### config.mk
export PLATFORM = sky130hd
export DESIGN_NAME = branch_unit_top
export DESIGN_NICKNAME = d
export VERILOG_FILES = /design/src/branch_pkg.sv /design/src/branch_cmd_regs.sv /design/src/branch_execute.sv /design/src/branch_queue.sv /design/src/branch_unit_top.sv
export SDC_FILE = /design/constraint.sdc
export NUM_CORES = 1
export LEC_CHECK = 0
export BUFFER_PORTS_ARGS = -buffer_cell sky130_fd_sc_hd__buf_4
export CAP_MARGIN = 25
export CORE_ASPECT_RATIO = 1.2
export CORE_MARGIN = 2
export CORE_UTILIZATION = 62
export DETAILED_ROUTE_END_ITERATION = 16
export PLACE_DENSITY = 0.85
export SYNTH_ARGS = -nofsm -noshare
export SYNTH_HDL_FRONTEND = slang
export SYNTH_SLANG_ARGS = --single-unit
### constraint.sdc
create_clock -name clock -period 14.94 [get_ports clock]
set_input_delay 1.494 -clock clock [delete_from_list [all_inputs] [get_ports clock]]
set_output_delay 1.494 -clock clock [all_outputs]
set_load 0.02 [all_outputs]
### src/branch_pkg.sv
// Branch unit shared types: opcodes, condition codes, flag bits, APB register map, request layout.
`default_nettype none

package branch_pkg;

	// Branch opcodes; values 5 to 31 are no-operation.
	typedef enum logic [4:0]
	{
		exe_branch_bur  = 5'd0,
		exe_branch_br   = 5'd1,
		exe_branch_b    = 5'd2,
		exe_branch_intb = 5'd3,
		exe_branch_halt = 5'd4
	} branch_cmd_e;

	typedef enum logic [3:0]
	{
		cc_al  = 4'd0,
		cc_eq  = 4'd1,
		cc_neq = 4'd2,
		cc_mi  = 4'd3,
		cc_pl  = 4'd4,
		cc_en  = 4'd5,
		cc_on  = 4'd6,
		cc_ovf = 4'd7,
		cc_ueo = 4'd8,
		cc_uu  = 4'd9,
		cc_uo  = 4'd10,
		cc_ueu = 4'd11,
		cc_seo = 4'd12,
		cc_su  = 4'd13,
		cc_so  = 4'd14,
		cc_seu = 4'd15
	} branch_cc_e;

	// Bit positions in the flag word.
	localparam int flags_pf = 0;
	localparam int flags_of = 1;
	localparam int flags_cf = 2;
	localparam int flags_sf = 3;
	localparam int flags_zf = 4;

	// APB register offsets.
	localparam logic [7:0] reg_pc     = 8'h00;
	localparam logic [7:0] reg_source = 8'h04;
	localparam logic [7:0] reg_flags  = 8'h08;
	localparam logic [7:0] reg_cmd    = 8'h0C;
	localparam logic [7:0] reg_status = 8'h10;

	localparam int queue_depth = 4;
	localparam int count_width = $clog2(queue_depth + 1);
	localparam int ptr_width   = $clog2(queue_depth);

	// Field widths of one request.
	localparam int cmd_width   = 5;
	localparam int cc_width    = 4;
	localparam int flags_width = 5;
	localparam int data_width  = 32;

	// Packed request, msb first: opcode, condition code, flags, pc, source.
	localparam int req_source_lsb = 0;
	localparam int req_pc_lsb     = req_source_lsb + data_width;
	localparam int req_flags_lsb  = req_pc_lsb + data_width;
	localparam int req_cc_lsb     = req_flags_lsb + flags_width;
	localparam int req_cmd_lsb    = req_cc_lsb + cc_width;
	localparam int req_width      = req_cmd_lsb + cmd_width;

endpackage

`default_nettype wire

### src/branch_cmd_regs.sv
// APB slave holding branch operands; each command write queues one branch request.
`timescale 1ns/1ns
`default_nettype none

module branch_cmd_regs
(
	input wire clock,
	input wire rst_n,
	input wire [7:0] paddr,
	input wire psel,
	input wire penable,
	input wire pwrite,
	input wire [31:0] pwdata,
	input wire full,
	input wire [branch_pkg::count_width-1:0] count,
	output logic [31:0] prdata,
	output logic pready,
	output logic pslverr,
	output logic push,
	output logic [branch_pkg::req_width-1:0] push_req
);
	import branch_pkg::*;

	logic [data_width-1:0] pc_reg;
	logic [data_width-1:0] source_reg;
	logic [flags_width-1:0] flags_reg;
	branch_cmd_e cmd_reg;
	branch_cc_e cc_reg;
	branch_cmd_e wr_cmd;
	branch_cc_e wr_cc;
	logic access;
	logic addr_hit;
	logic cmd_write;
	logic wr_done;

	assign access = psel && penable;
	assign cmd_write = access && pwrite && (paddr == reg_cmd);

	assign wr_cmd = branch_cmd_e'(pwdata[cmd_width-1:0]);
	assign wr_cc = branch_cc_e'(pwdata[8 +: cc_width]);

	always_comb
	begin
		case (paddr)
			reg_pc, reg_source, reg_flags, reg_cmd, reg_status:
				addr_hit = 1'b1;
			default:
				addr_hit = 1'b0;
		endcase
	end

	assign pready = access && !(cmd_write && full); // Stall command writes on a full queue.
	assign pslverr = access && (!addr_hit || (pwrite && (paddr == reg_status)));
	assign wr_done = pready && pwrite && !pslverr;

	assign push = cmd_write && !full;
	assign push_req = {wr_cmd, wr_cc, flags_reg, pc_reg, source_reg};

	always_ff @(posedge clock)
	begin
		if (!rst_n)
		begin
			pc_reg <= '0;
			source_reg <= '0;
			flags_reg <= '0;
			cmd_reg <= exe_branch_bur;
			cc_reg <= cc_al;
		end
		else if (wr_done)
		begin
			case (paddr)
				reg_pc:
					pc_reg <= pwdata;
				reg_source:
					source_reg <= pwdata;
				reg_flags:
					flags_reg <= pwdata[flags_width-1:0];
				reg_cmd:
				begin
					cmd_reg <= wr_cmd; // Kept for read back.
					cc_reg <= wr_cc;
				end
				default:
					pc_reg <= pc_reg;
			endcase
		end
	end

	always_comb
	begin
		case (paddr)
			reg_pc:
				prdata = pc_reg;
			reg_source:
				prdata = source_reg;
			reg_flags:
				prdata = {{(32 - flags_width){1'b0}}, flags_reg};
			reg_cmd:
				prdata = {20'b0, cc_reg, 3'b0, cmd_reg};
			reg_status:
				prdata = {{(32 - count_width){1'b0}}, count}; // Queue occupancy.
			default:
				prdata = '0;
		endcase
	end

endmodule

`default_nettype wire

### src/branch_execute.sv
// Branch evaluator: checks condition against flags, computes target, holds result under back-pressure.
`timescale 1ns/1ns
`default_nettype none

module branch_execute
(
	input wire clock,
	input wire rst_n,
	input wire pop_valid,
	input wire [branch_pkg::req_width-1:0] pop_req,
	input wire res_ready,
	output logic pop,
	output logic res_valid,
	output logic [31:0] res_addr,
	output logic res_jump,
	output logic res_not_jump,
	output logic res_intb,
	output logic res_halt
);
	import branch_pkg::*;

	branch_cmd_e req_cmd;
	branch_cc_e req_cc;
	logic [flags_width-1:0] req_flags;
	logic [data_width-1:0] req_pc;
	logic [data_width-1:0] req_source;
	logic [data_width-1:0] next_addr;
	logic normal_jump;
	logic cond_true;

	function automatic logic [data_width-1:0] func_branch_addr
	(
		input branch_cmd_e cmd,
		input logic [data_width-1:0] pc,
		input logic [data_width-1:0] source
	);
		case (cmd)
			exe_branch_bur, exe_branch_br:
				return pc + source;
			exe_branch_b:
				return source;
			default:
				return '0;
		endcase
	endfunction

	function automatic logic func_normal_jump(input branch_cmd_e cmd);
		return (cmd == exe_branch_bur) || (cmd == exe_branch_br) || (cmd == exe_branch_b);
	endfunction

	function automatic logic func_cond_check
	(
		input branch_cc_e cc,
		input logic [flags_width-1:0] flags
	);
		logic zf;
		logic sf;
		logic of;
		logic cf;
		logic pf;
		zf = flags[flags_zf];
		sf = flags[flags_sf];
		of = flags[flags_of];
		cf = flags[flags_cf];
		pf = flags[flags_pf];
		case (cc)
			cc_al:  return 1'b1;
			cc_eq:  return zf;
			cc_neq: return !zf;
			cc_mi:  return sf;
			cc_pl:  return !sf;
			cc_en:  return !pf; // Even parity.
			cc_on:  return pf;
			cc_ovf: return of;
			cc_ueo: return cf;
			cc_uu:  return !cf;
			cc_uo:  return cf && !zf;
			cc_ueu: return !cf || zf;
			cc_seo: return sf == of;
			cc_su:  return sf != of;
			cc_so:  return !((sf ^ of) || zf);
			cc_seu: return (sf ^ of) || zf;
			default: return 1'b1;
		endcase
	endfunction

	// Request fields.
	assign req_cmd = branch_cmd_e'(pop_req[req_cmd_lsb +: cmd_width]);
	assign req_cc = branch_cc_e'(pop_req[req_cc_lsb +: cc_width]);
	assign req_flags = pop_req[req_flags_lsb +: flags_width];
	assign req_pc = pop_req[req_pc_lsb +: data_width];
	assign req_source = pop_req[req_source_lsb +: data_width];

	assign next_addr = func_branch_addr(req_cmd, req_pc, req_source);
	assign normal_jump = func_normal_jump(req_cmd);
	assign cond_true = func_cond_check(req_cc, req_flags);

	// Take a new request when the result stage is empty or draining.
	assign pop = pop_valid && (!res_valid || res_ready);

	always_ff @(posedge clock)
	begin
		if (!rst_n)
		begin
			res_valid <= 1'b0;
			res_jump <= 1'b0;
			res_not_jump <= 1'b0;
			res_intb <= 1'b0;
			res_halt <= 1'b0;
		end
		else if (pop)
		begin
			res_valid <= 1'b1;
			res_jump <= normal_jump && cond_true;
			res_not_jump <= normal_jump && !cond_true;
			res_intb <= (req_cmd == exe_branch_intb);
			res_halt <= (req_cmd == exe_branch_halt);
		end
		else if (res_ready)
		begin
			res_valid <= 1'b0;
		end
	end

	always_ff @(posedge clock)
	begin
		if (pop)
		begin
			res_addr <= next_addr;
		end
	end

endmodule

`default_nettype wire

### src/branch_queue.sv
// Four-entry FIFO of branch requests between the APB registers and the evaluator.
`timescale 1ns/1ns
`default_nettype none

module branch_queue
(
	input wire clock,
	input wire rst_n,
	input wire push,
	input wire [branch_pkg::req_width-1:0] push_req,
	input wire pop,
	output logic pop_valid,
	output logic [branch_pkg::req_width-1:0] pop_req,
	output logic full,
	output logic [branch_pkg::count_width-1:0] count
);
	import branch_pkg::*;

	localparam logic [ptr_width-1:0] last_ptr = ptr_width'(queue_depth - 1);

	logic [req_width-1:0] mem [queue_depth];
	logic [ptr_width-1:0] wr_ptr;
	logic [ptr_width-1:0] rd_ptr;

	always_ff @(posedge clock)
	begin
		if (push)
		begin
			mem[wr_ptr] <= push_req;
		end
	end

	always_ff @(posedge clock)
	begin
		if (!rst_n)
		begin
			wr_ptr <= '0;
			rd_ptr <= '0;
			count <= '0;
		end
		else
		begin
			if (push)
			begin
				wr_ptr <= (wr_ptr == last_ptr) ? '0 : wr_ptr + 1'b1;
			end
			if (pop)
			begin
				rd_ptr <= (rd_ptr == last_ptr) ? '0 : rd_ptr + 1'b1;
			end
			case ({push, pop})
				2'b10:
					count <= count + 1'b1;
				2'b01:
					count <= count - 1'b1;
				default:
					count <= count; // Both or neither.
			endcase
		end
	end

	assign pop_valid = (count != '0);
	assign full = (count == count_width'(queue_depth));
	assign pop_req = mem[rd_ptr]; // Head entry.

endmodule

`default_nettype wire

### src/branch_unit_top.sv
// Branch unit top: APB command registers feeding the request queue and the branch evaluator.
`timescale 1ns/1ns
`default_nettype none

module branch_unit_top
(
	input wire clock,
	input wire rst_n,
	input wire [7:0] paddr,
	input wire psel,
	input wire penable,
	input wire pwrite,
	input wire [31:0] pwdata,
	output wire [31:0] prdata,
	output wire pready,
	output wire pslverr,
	output wire res_valid,
	input wire res_ready,
	output wire [31:0] res_addr,
	output wire res_jump,
	output wire res_not_jump,
	output wire res_intb,
	output wire res_halt
);
	import branch_pkg::*;

	wire push;
	wire [req_width-1:0] push_req;
	wire pop;
	wire pop_valid;
	wire [req_width-1:0] pop_req;
	wire full;
	wire [count_width-1:0] count;

	branch_cmd_regs branch_cmd_regs_i
	(
		.clock(clock),
		.rst_n(rst_n),
		.paddr(paddr),
		.psel(psel),
		.penable(penable),
		.pwrite(pwrite),
		.pwdata(pwdata),
		.full(full),
		.count(count),
		.prdata(prdata),
		.pready(pready),
		.pslverr(pslverr),
		.push(push),
		.push_req(push_req)
	);

	branch_queue branch_queue_i
	(
		.clock(clock),
		.rst_n(rst_n),
		.push(push),
		.push_req(push_req),
		.pop(pop),
		.pop_valid(pop_valid),
		.pop_req(pop_req),
		.full(full),
		.count(count)
	);

	branch_execute branch_execute_i
	(
		.clock(clock),
		.rst_n(rst_n),
		.pop_valid(pop_valid),
		.pop_req(pop_req),
		.res_ready(res_ready),
		.pop(pop),
		.res_valid(res_valid),
		.res_addr(res_addr),
		.res_jump(res_jump),
		.res_not_jump(res_not_jump),
		.res_intb(res_intb),
		.res_halt(res_halt)
	);

endmodule

`default_nettype wire

==> flow_summary.toml, run 1 <==
[finish]
n_antenna_cell = 0
drive_gt1_share_pct = 20.08
area_delta_synth_final_pct = 13.61
largest_reg_flops = 312
nets = 1486
regMostFlops = "branch_queue_i.mem"

[drt]
wl_per_cell_um = 22.17
met3WireLength_um = 3257
routed-wl-met2_um = 20690
top_layer_used = "met4"
dr.pass1.iters = 6
drc = 0
wl_met1_um = 15450
wl_um = 40450
drt_iter0_markers = 1060
antenna_left = 0
vias_per_cell = 6.303
vias = 11500

[pwr]
ir_drop_mv = 0.09903
p_per_area_mw_per_mm2 = 154.8
p_total_uw = 3273
p_leak_uw = 0.007062

[setup_path]
arrival_ns = 3.53
r2r.worst_path.cells = 12
endpoint_kind = "output port"
crit_required_ns = 13.45
crit_type = "primary input to output port"
start_kind = "primary input"
path_max_fanout = 22

[floorplan]
rows = 69
die_area_mm2 = 0.03143
dieWidth_um = 162.2
fp.dieH_um = 193.8
io_pins = 117
core-area_mm2 = 0.02961
initial_core_util_pct = 62.85

[yosys]
synth_enable_flop_cells = 344
synthArstFlopShare_pct = 0
syn-cell-area_mm2 = 0.01861
synth.yosys.seq_area_share_pct = 65.40
yosys_warnings = 0
avgSynthCellArea_um2 = 14.37
ys_types = 67
synth_cells = 1295
syn_nets = 1380
ys_ff_latch = 436
synth_ff_type = "edfxtp_1"

[sta]
period_needed_ns = 5.029
setup_viol = 0
final_hold_viol_count = 0
finalClockSkew_ns = 0.01898
rsz0062_at_grt = "no"
worst_pin_slew_ns = 0.9884
finalSetupTns_ns = 0
post-route-period-util_pct = 33.66
drv_slew = 0
max_freq_mhz = 198.9
relSlewSlack_pct = 34.11

[clock_network]
cts_hold_buf = 0
clkLatencyLatePin_ns = 0.54
numClockSinks = 436
ctsHtreeMaxLevel = 2
clk_path_buf_depth = 3
cts-root-buf = "clkbuf_16"
cts-buffers-inserted = 41
clk_pin_slew_ns = 0.06
post_cts_buffers = 0
cts_tree = "built"
cts-resized-gates = 0

[global_routing]
grt_max_degree = 92
grtUsageTotal_pct = 26.18
first_global_vias = 11560
antenna_found_initial = 0
grt_pass1_wl_um = 63930
grt-ovfl-total = 0

[place]
place_hpwl_um = 25130
port_buffers = 116
gp_congestion = 0.9035

[min_path]
hp-class = "flop to flop"
hold_depth = 2

[run_status]
status = "completed"

[flow_run]
cap_viol_max_count = 0
cell type report:
| cell class | count | area [µm²] |
|---|---|---|
| clock inverters | 13 | 100.1 |
| multi-input cells | 764 | 6053 |
| flip-flops and latches | 436 | 12180 |
| well taps | 390 | 488.0 |
| clock buffers | 63 | 1232 |
| inverters | 25 | 93.84 |
| repair buffers | 133 | 998.5 |
| fillers | 1792 | 8467 |
placed cells by master (no fill, tap or decap), types with 13 or more instances in the layout:
| cell | n |
|---|---|
| edfxtp_1 | 344 |
| nand2_1 | 206 |
| buf_4 | 132 |
| dfxtp_1 | 90 |
| mux4_2 | 77 |
| a21boi_0 | 70 |
| o21ai_0 | 50 |
| clkbuf_16 | 44 |
| a21oi_1 | 39 |
| ha_1 | 37 |
| nor2_1 | 29 |
| mux2i_1 | 26 |
| inv_1 | 24 |
| a22o_1 | 24 |
| xor2_1 | 17 |
| nor2b_1 | 16 |
| nand3_1 | 15 |
| a21o_1 | 14 |
| clkbuf_1 | 13 |
worst max-delay path, cell delays in order:
cell	delay (ns)
buf_4	0.11
nor3_1	0.18
nand2_1	0.12
or3_1	0.41
nor2_2	0.43
buf_4	0.40
a22o_1	0.23
buf_4	0.15
path summary, 6_finish.rpt:
kind / start / to / slack, ns
worst max-delay path: paddr[1] / prdata[27] / 9.91
worst min-delay path: branch_execute_i.res_halt / branch_execute_i.res_halt / 0.47
worst max register to register: flop / branch_execute_i.res_addr[31] / 10.12
worst min register to register: branch_execute_i.res_halt / branch_execute_i.res_halt / 0.47
synthesized netlist by cell type, types with 26 or more instances:
master / number / area, µm²
nand2_1: 206 / 773.2
a21boi_0: 70 / 525.5
mux4_2: 77 / 1734
mux2i_1: 26 / 260.3
clkbuf_1: 34 / 127.6
edfxtp_1: 344 / 10330
ha_1: 37 / 462.9
dfxtp_1: 92 / 1842
o21ai_0: 50 / 250.2
a21oi_1: 39 / 195.2
nor2_1: 35 / 131.4
kinds of logic (layout without fill, tap and decap cells):
group           count (synthesis)  after routing  synth area share, %
compound gates                250            250                9.156
xor+xnor                       28             28                1.318
fa+ha+maj                      39             39                2.703
buf+inv                        95            234                2.326
flops                         436            436                65.40
mux                           104            104                10.78
simple gates                  343            343                8.323
report_power, final:
part | switching (µW) | internal [µW] | total [µW]
clock network | 433 | 589 | 1020
registers | 48.1 | 1370 | 1410
logic | 479 | 360 | 839
total | 959 | 2310 | 3270
per-layer routing:
metal / vias to the layer above / GRT usage, %
li1: 5111 / -
met1: 5722 / 34.73
met2: 585 / 45.04
met3: 79 / 3.636
met4: 0 / 8.522
met5: - / 0
metrics by stage:
step                      utilization (%)  cells  instance area (µm²)  hold slack, ns  worst slack [ns]
after detailed placement            66.88   1747                19810          0.4651             9.989
after CTS                           71.38   1823                21140          0.4736             9.939
after global placement              66.88   1747                19810          0.4529             10.10
after floorplan                         -   1295                18610          0.4666             8.513
after global routing                71.41   1824                21150          0.5052             9.690
final                               71.41   1824                21150          0.4692             9.911
No activity file was read; power rests on OpenSTA's default activity.
==> run 2, diff against run 1 <==
--- a/config.mk
+++ b/config.mk
@@ -9,9 +9,9 @@
 export CAP_MARGIN = 25
 export CORE_ASPECT_RATIO = 1.2
 export CORE_MARGIN = 2
-export CORE_UTILIZATION = 62
+export CORE_UTILIZATION = 61
 export DETAILED_ROUTE_END_ITERATION = 16
-export PLACE_DENSITY = 0.85
+export PLACE_DENSITY = 0.84
 export SYNTH_ARGS = -nofsm -noshare
 export SYNTH_HDL_FRONTEND = slang
 export SYNTH_SLANG_ARGS = --single-unit
==> constraint.sdc (replaced) <==
create_clock -name clock -period 5.1 [get_ports clock]
set_input_delay 0.51 -clock clock [delete_from_list [all_inputs] [get_ports clock]]
set_output_delay 0.51 -clock clock [all_outputs]
set_load 0.02 [all_outputs]
==> flow_summary.toml, run 2 (synthesized netlist as in run 1, its figures left out) <==
[setup_path]
reg2reg_slack_ns = 1.08
crit_type = "flop to flop"
endpoint_kind = "flop"
start_kind = "flop"
crit_required_ns = 5.41
path_max_fanout = 30
arrival_ns = 4.33

[drt]
wl_per_cell_um = 22.83
drt_iter0_markers = 977
wl_um = 41950
vias = 11600
drc = 0
antenna_left = 0
vias_per_cell = 6.314
dr.pass1.iters = 5

[clock_network]
cts-root-buf = "clkbuf_16"
cts_tree = "built"
cts_hold_buf = 0
clkLatencyLatePin_ns = 0.56
numClockSinks = 436
cts-resized-gates = 0
clk_path_buf_depth = 3
cts-buffers-inserted = 41
clk_pin_slew_ns = 0.06
ctsHtreeMaxLevel = 2
post_cts_buffers = 0

[finish]
mostFrequentLayoutCells = "edfxtp_1 (344), nand2_1 (206), buf_4 (135)"
drive_gt1_share_pct = 20.82
fin_util_pct = 70.52
nets = 1493
final_cell_area_mm2 = 0.02131
final_common_cell = "edfxtp_1"
area_delta_synth_final_pct = 14.49
regMostFlops = "branch_queue_i.mem"
fill_cells = 1895
n_antenna_cell = 0
largest_reg_flops = 312

[floorplan]
io_pins = 117
dieWidth_um = 163.5
core-area_mm2 = 0.03022
die_area_mm2 = 0.03193
rows = 70
initial_core_util_pct = 61.59
fp.dieH_um = 195.3

[pwr]
p_per_area_mw_per_mm2 = 456.5
ir_drop_mv = 0.3697
p_total_uw = 9727
p_leak_uw = 0.007158

[global_routing]
grt_max_degree = 92
antenna_found_initial = 1
grt-ovfl-total = 0
first_global_vias = 11690
grt_pass1_wl_um = 65160
grtUsageTotal_pct = 26.87

[sta]
post-route-period-util_pct = 78.85
worst_pin_slew_ns = 1.006
setup_viol = 0
finalClockSkew_ns = 0.01840
drv_slew = 0
final_hold_viol_count = 0
relSlewSlack_pct = 32.77
period_needed_ns = 4.021
rsz0062_at_grt = "no"
max_freq_mhz = 248.7

[place]
place_hpwl_um = 25890
gp_congestion = 0.9172
port_buffers = 116
placedInstanceArea_mm2 = 0.01994

[min_path]
hp-class = "primary input to flop"

[flow_run]
cap_viol_max_count = 0

[run_status]
status = "completed"
-- run 2: cell types whose count changed in the layout (fill, tap and decap cells not counted), sizes merged --
| cell | change |
|---|---|
| clkinvlp | -3 |
| clkbuf | -1 |
| buf | +8 |
| bufinv | +1 |
| clkinv | +2 |
-- run 2: final cells by class --
class	instances	area (µm²)	share of cell area, %
Sequential cell	436	12180	57.15
Timing Repair Buffer	140	1121	5.261
Clock inverter	13	128.9	0.6048
Multi-Input combinational cell	764	6048	28.39
Tap cell	396	495.5	2.325
Clock buffer	63	1244	5.837
Inverter	25	93.84	0.4404
-- run 2: report_power, final --
part           leakage [µW]  internal (µW)  switching [µW]
Sequential          0.00360           4000             142
Combinational       0.00288           1070            1420
Clock              0.000680           1800            1290
-- run 2: critical path, cell delays in order (launching register included) --
cell and delay, ns:
dfxtp_4 0.78, buf_12 0.27, mux4_2 0.53, ha_1 0.39
a211oi_1 0.27, o221ai_1 0.25, nor3b_1 0.34, o21ai_0 0.23
a221oi_1 0.39, mux2i_1 0.24, nand2_1 0.07
-- run 2: per-layer routing --
layer  vias to the layer above  share of wire [%]  track usage (%)
met5                         -              0.029                0
met2                       601                 50            44.23
met3                       131                8.0            4.206
li1                       5135                  -                -
met1                      5730                 38            35.50
met4                         2                4.5            12.48
-- run 2: final timing paths --
check                              from  cells past startpoint                            end
max                                flop                     10  branch_execute_i.res_addr[18]
min                          pwdata[10]                      1      branch_queue_i.mem[3][71]
max reg2reg                        flop                     10  branch_execute_i.res_addr[18]
min reg2reg  branch_execute_i.res_valid                      2     branch_execute_i.res_valid
-- run 2: metrics by stage --
step	std cells	worst slack (ns)	hold WS (ns)	setup TNS [ns]
floorplan	1295	-0.3429	0.4666	-106.98
global placement	1760	1.238	0.4685	0
detailed placement	1761	1.074	0.4881	0
CTS	1837	1.040	0.1937	0
global route	1837	0.7503	0.1920	0
finish	1837	1.079	0.2033	0
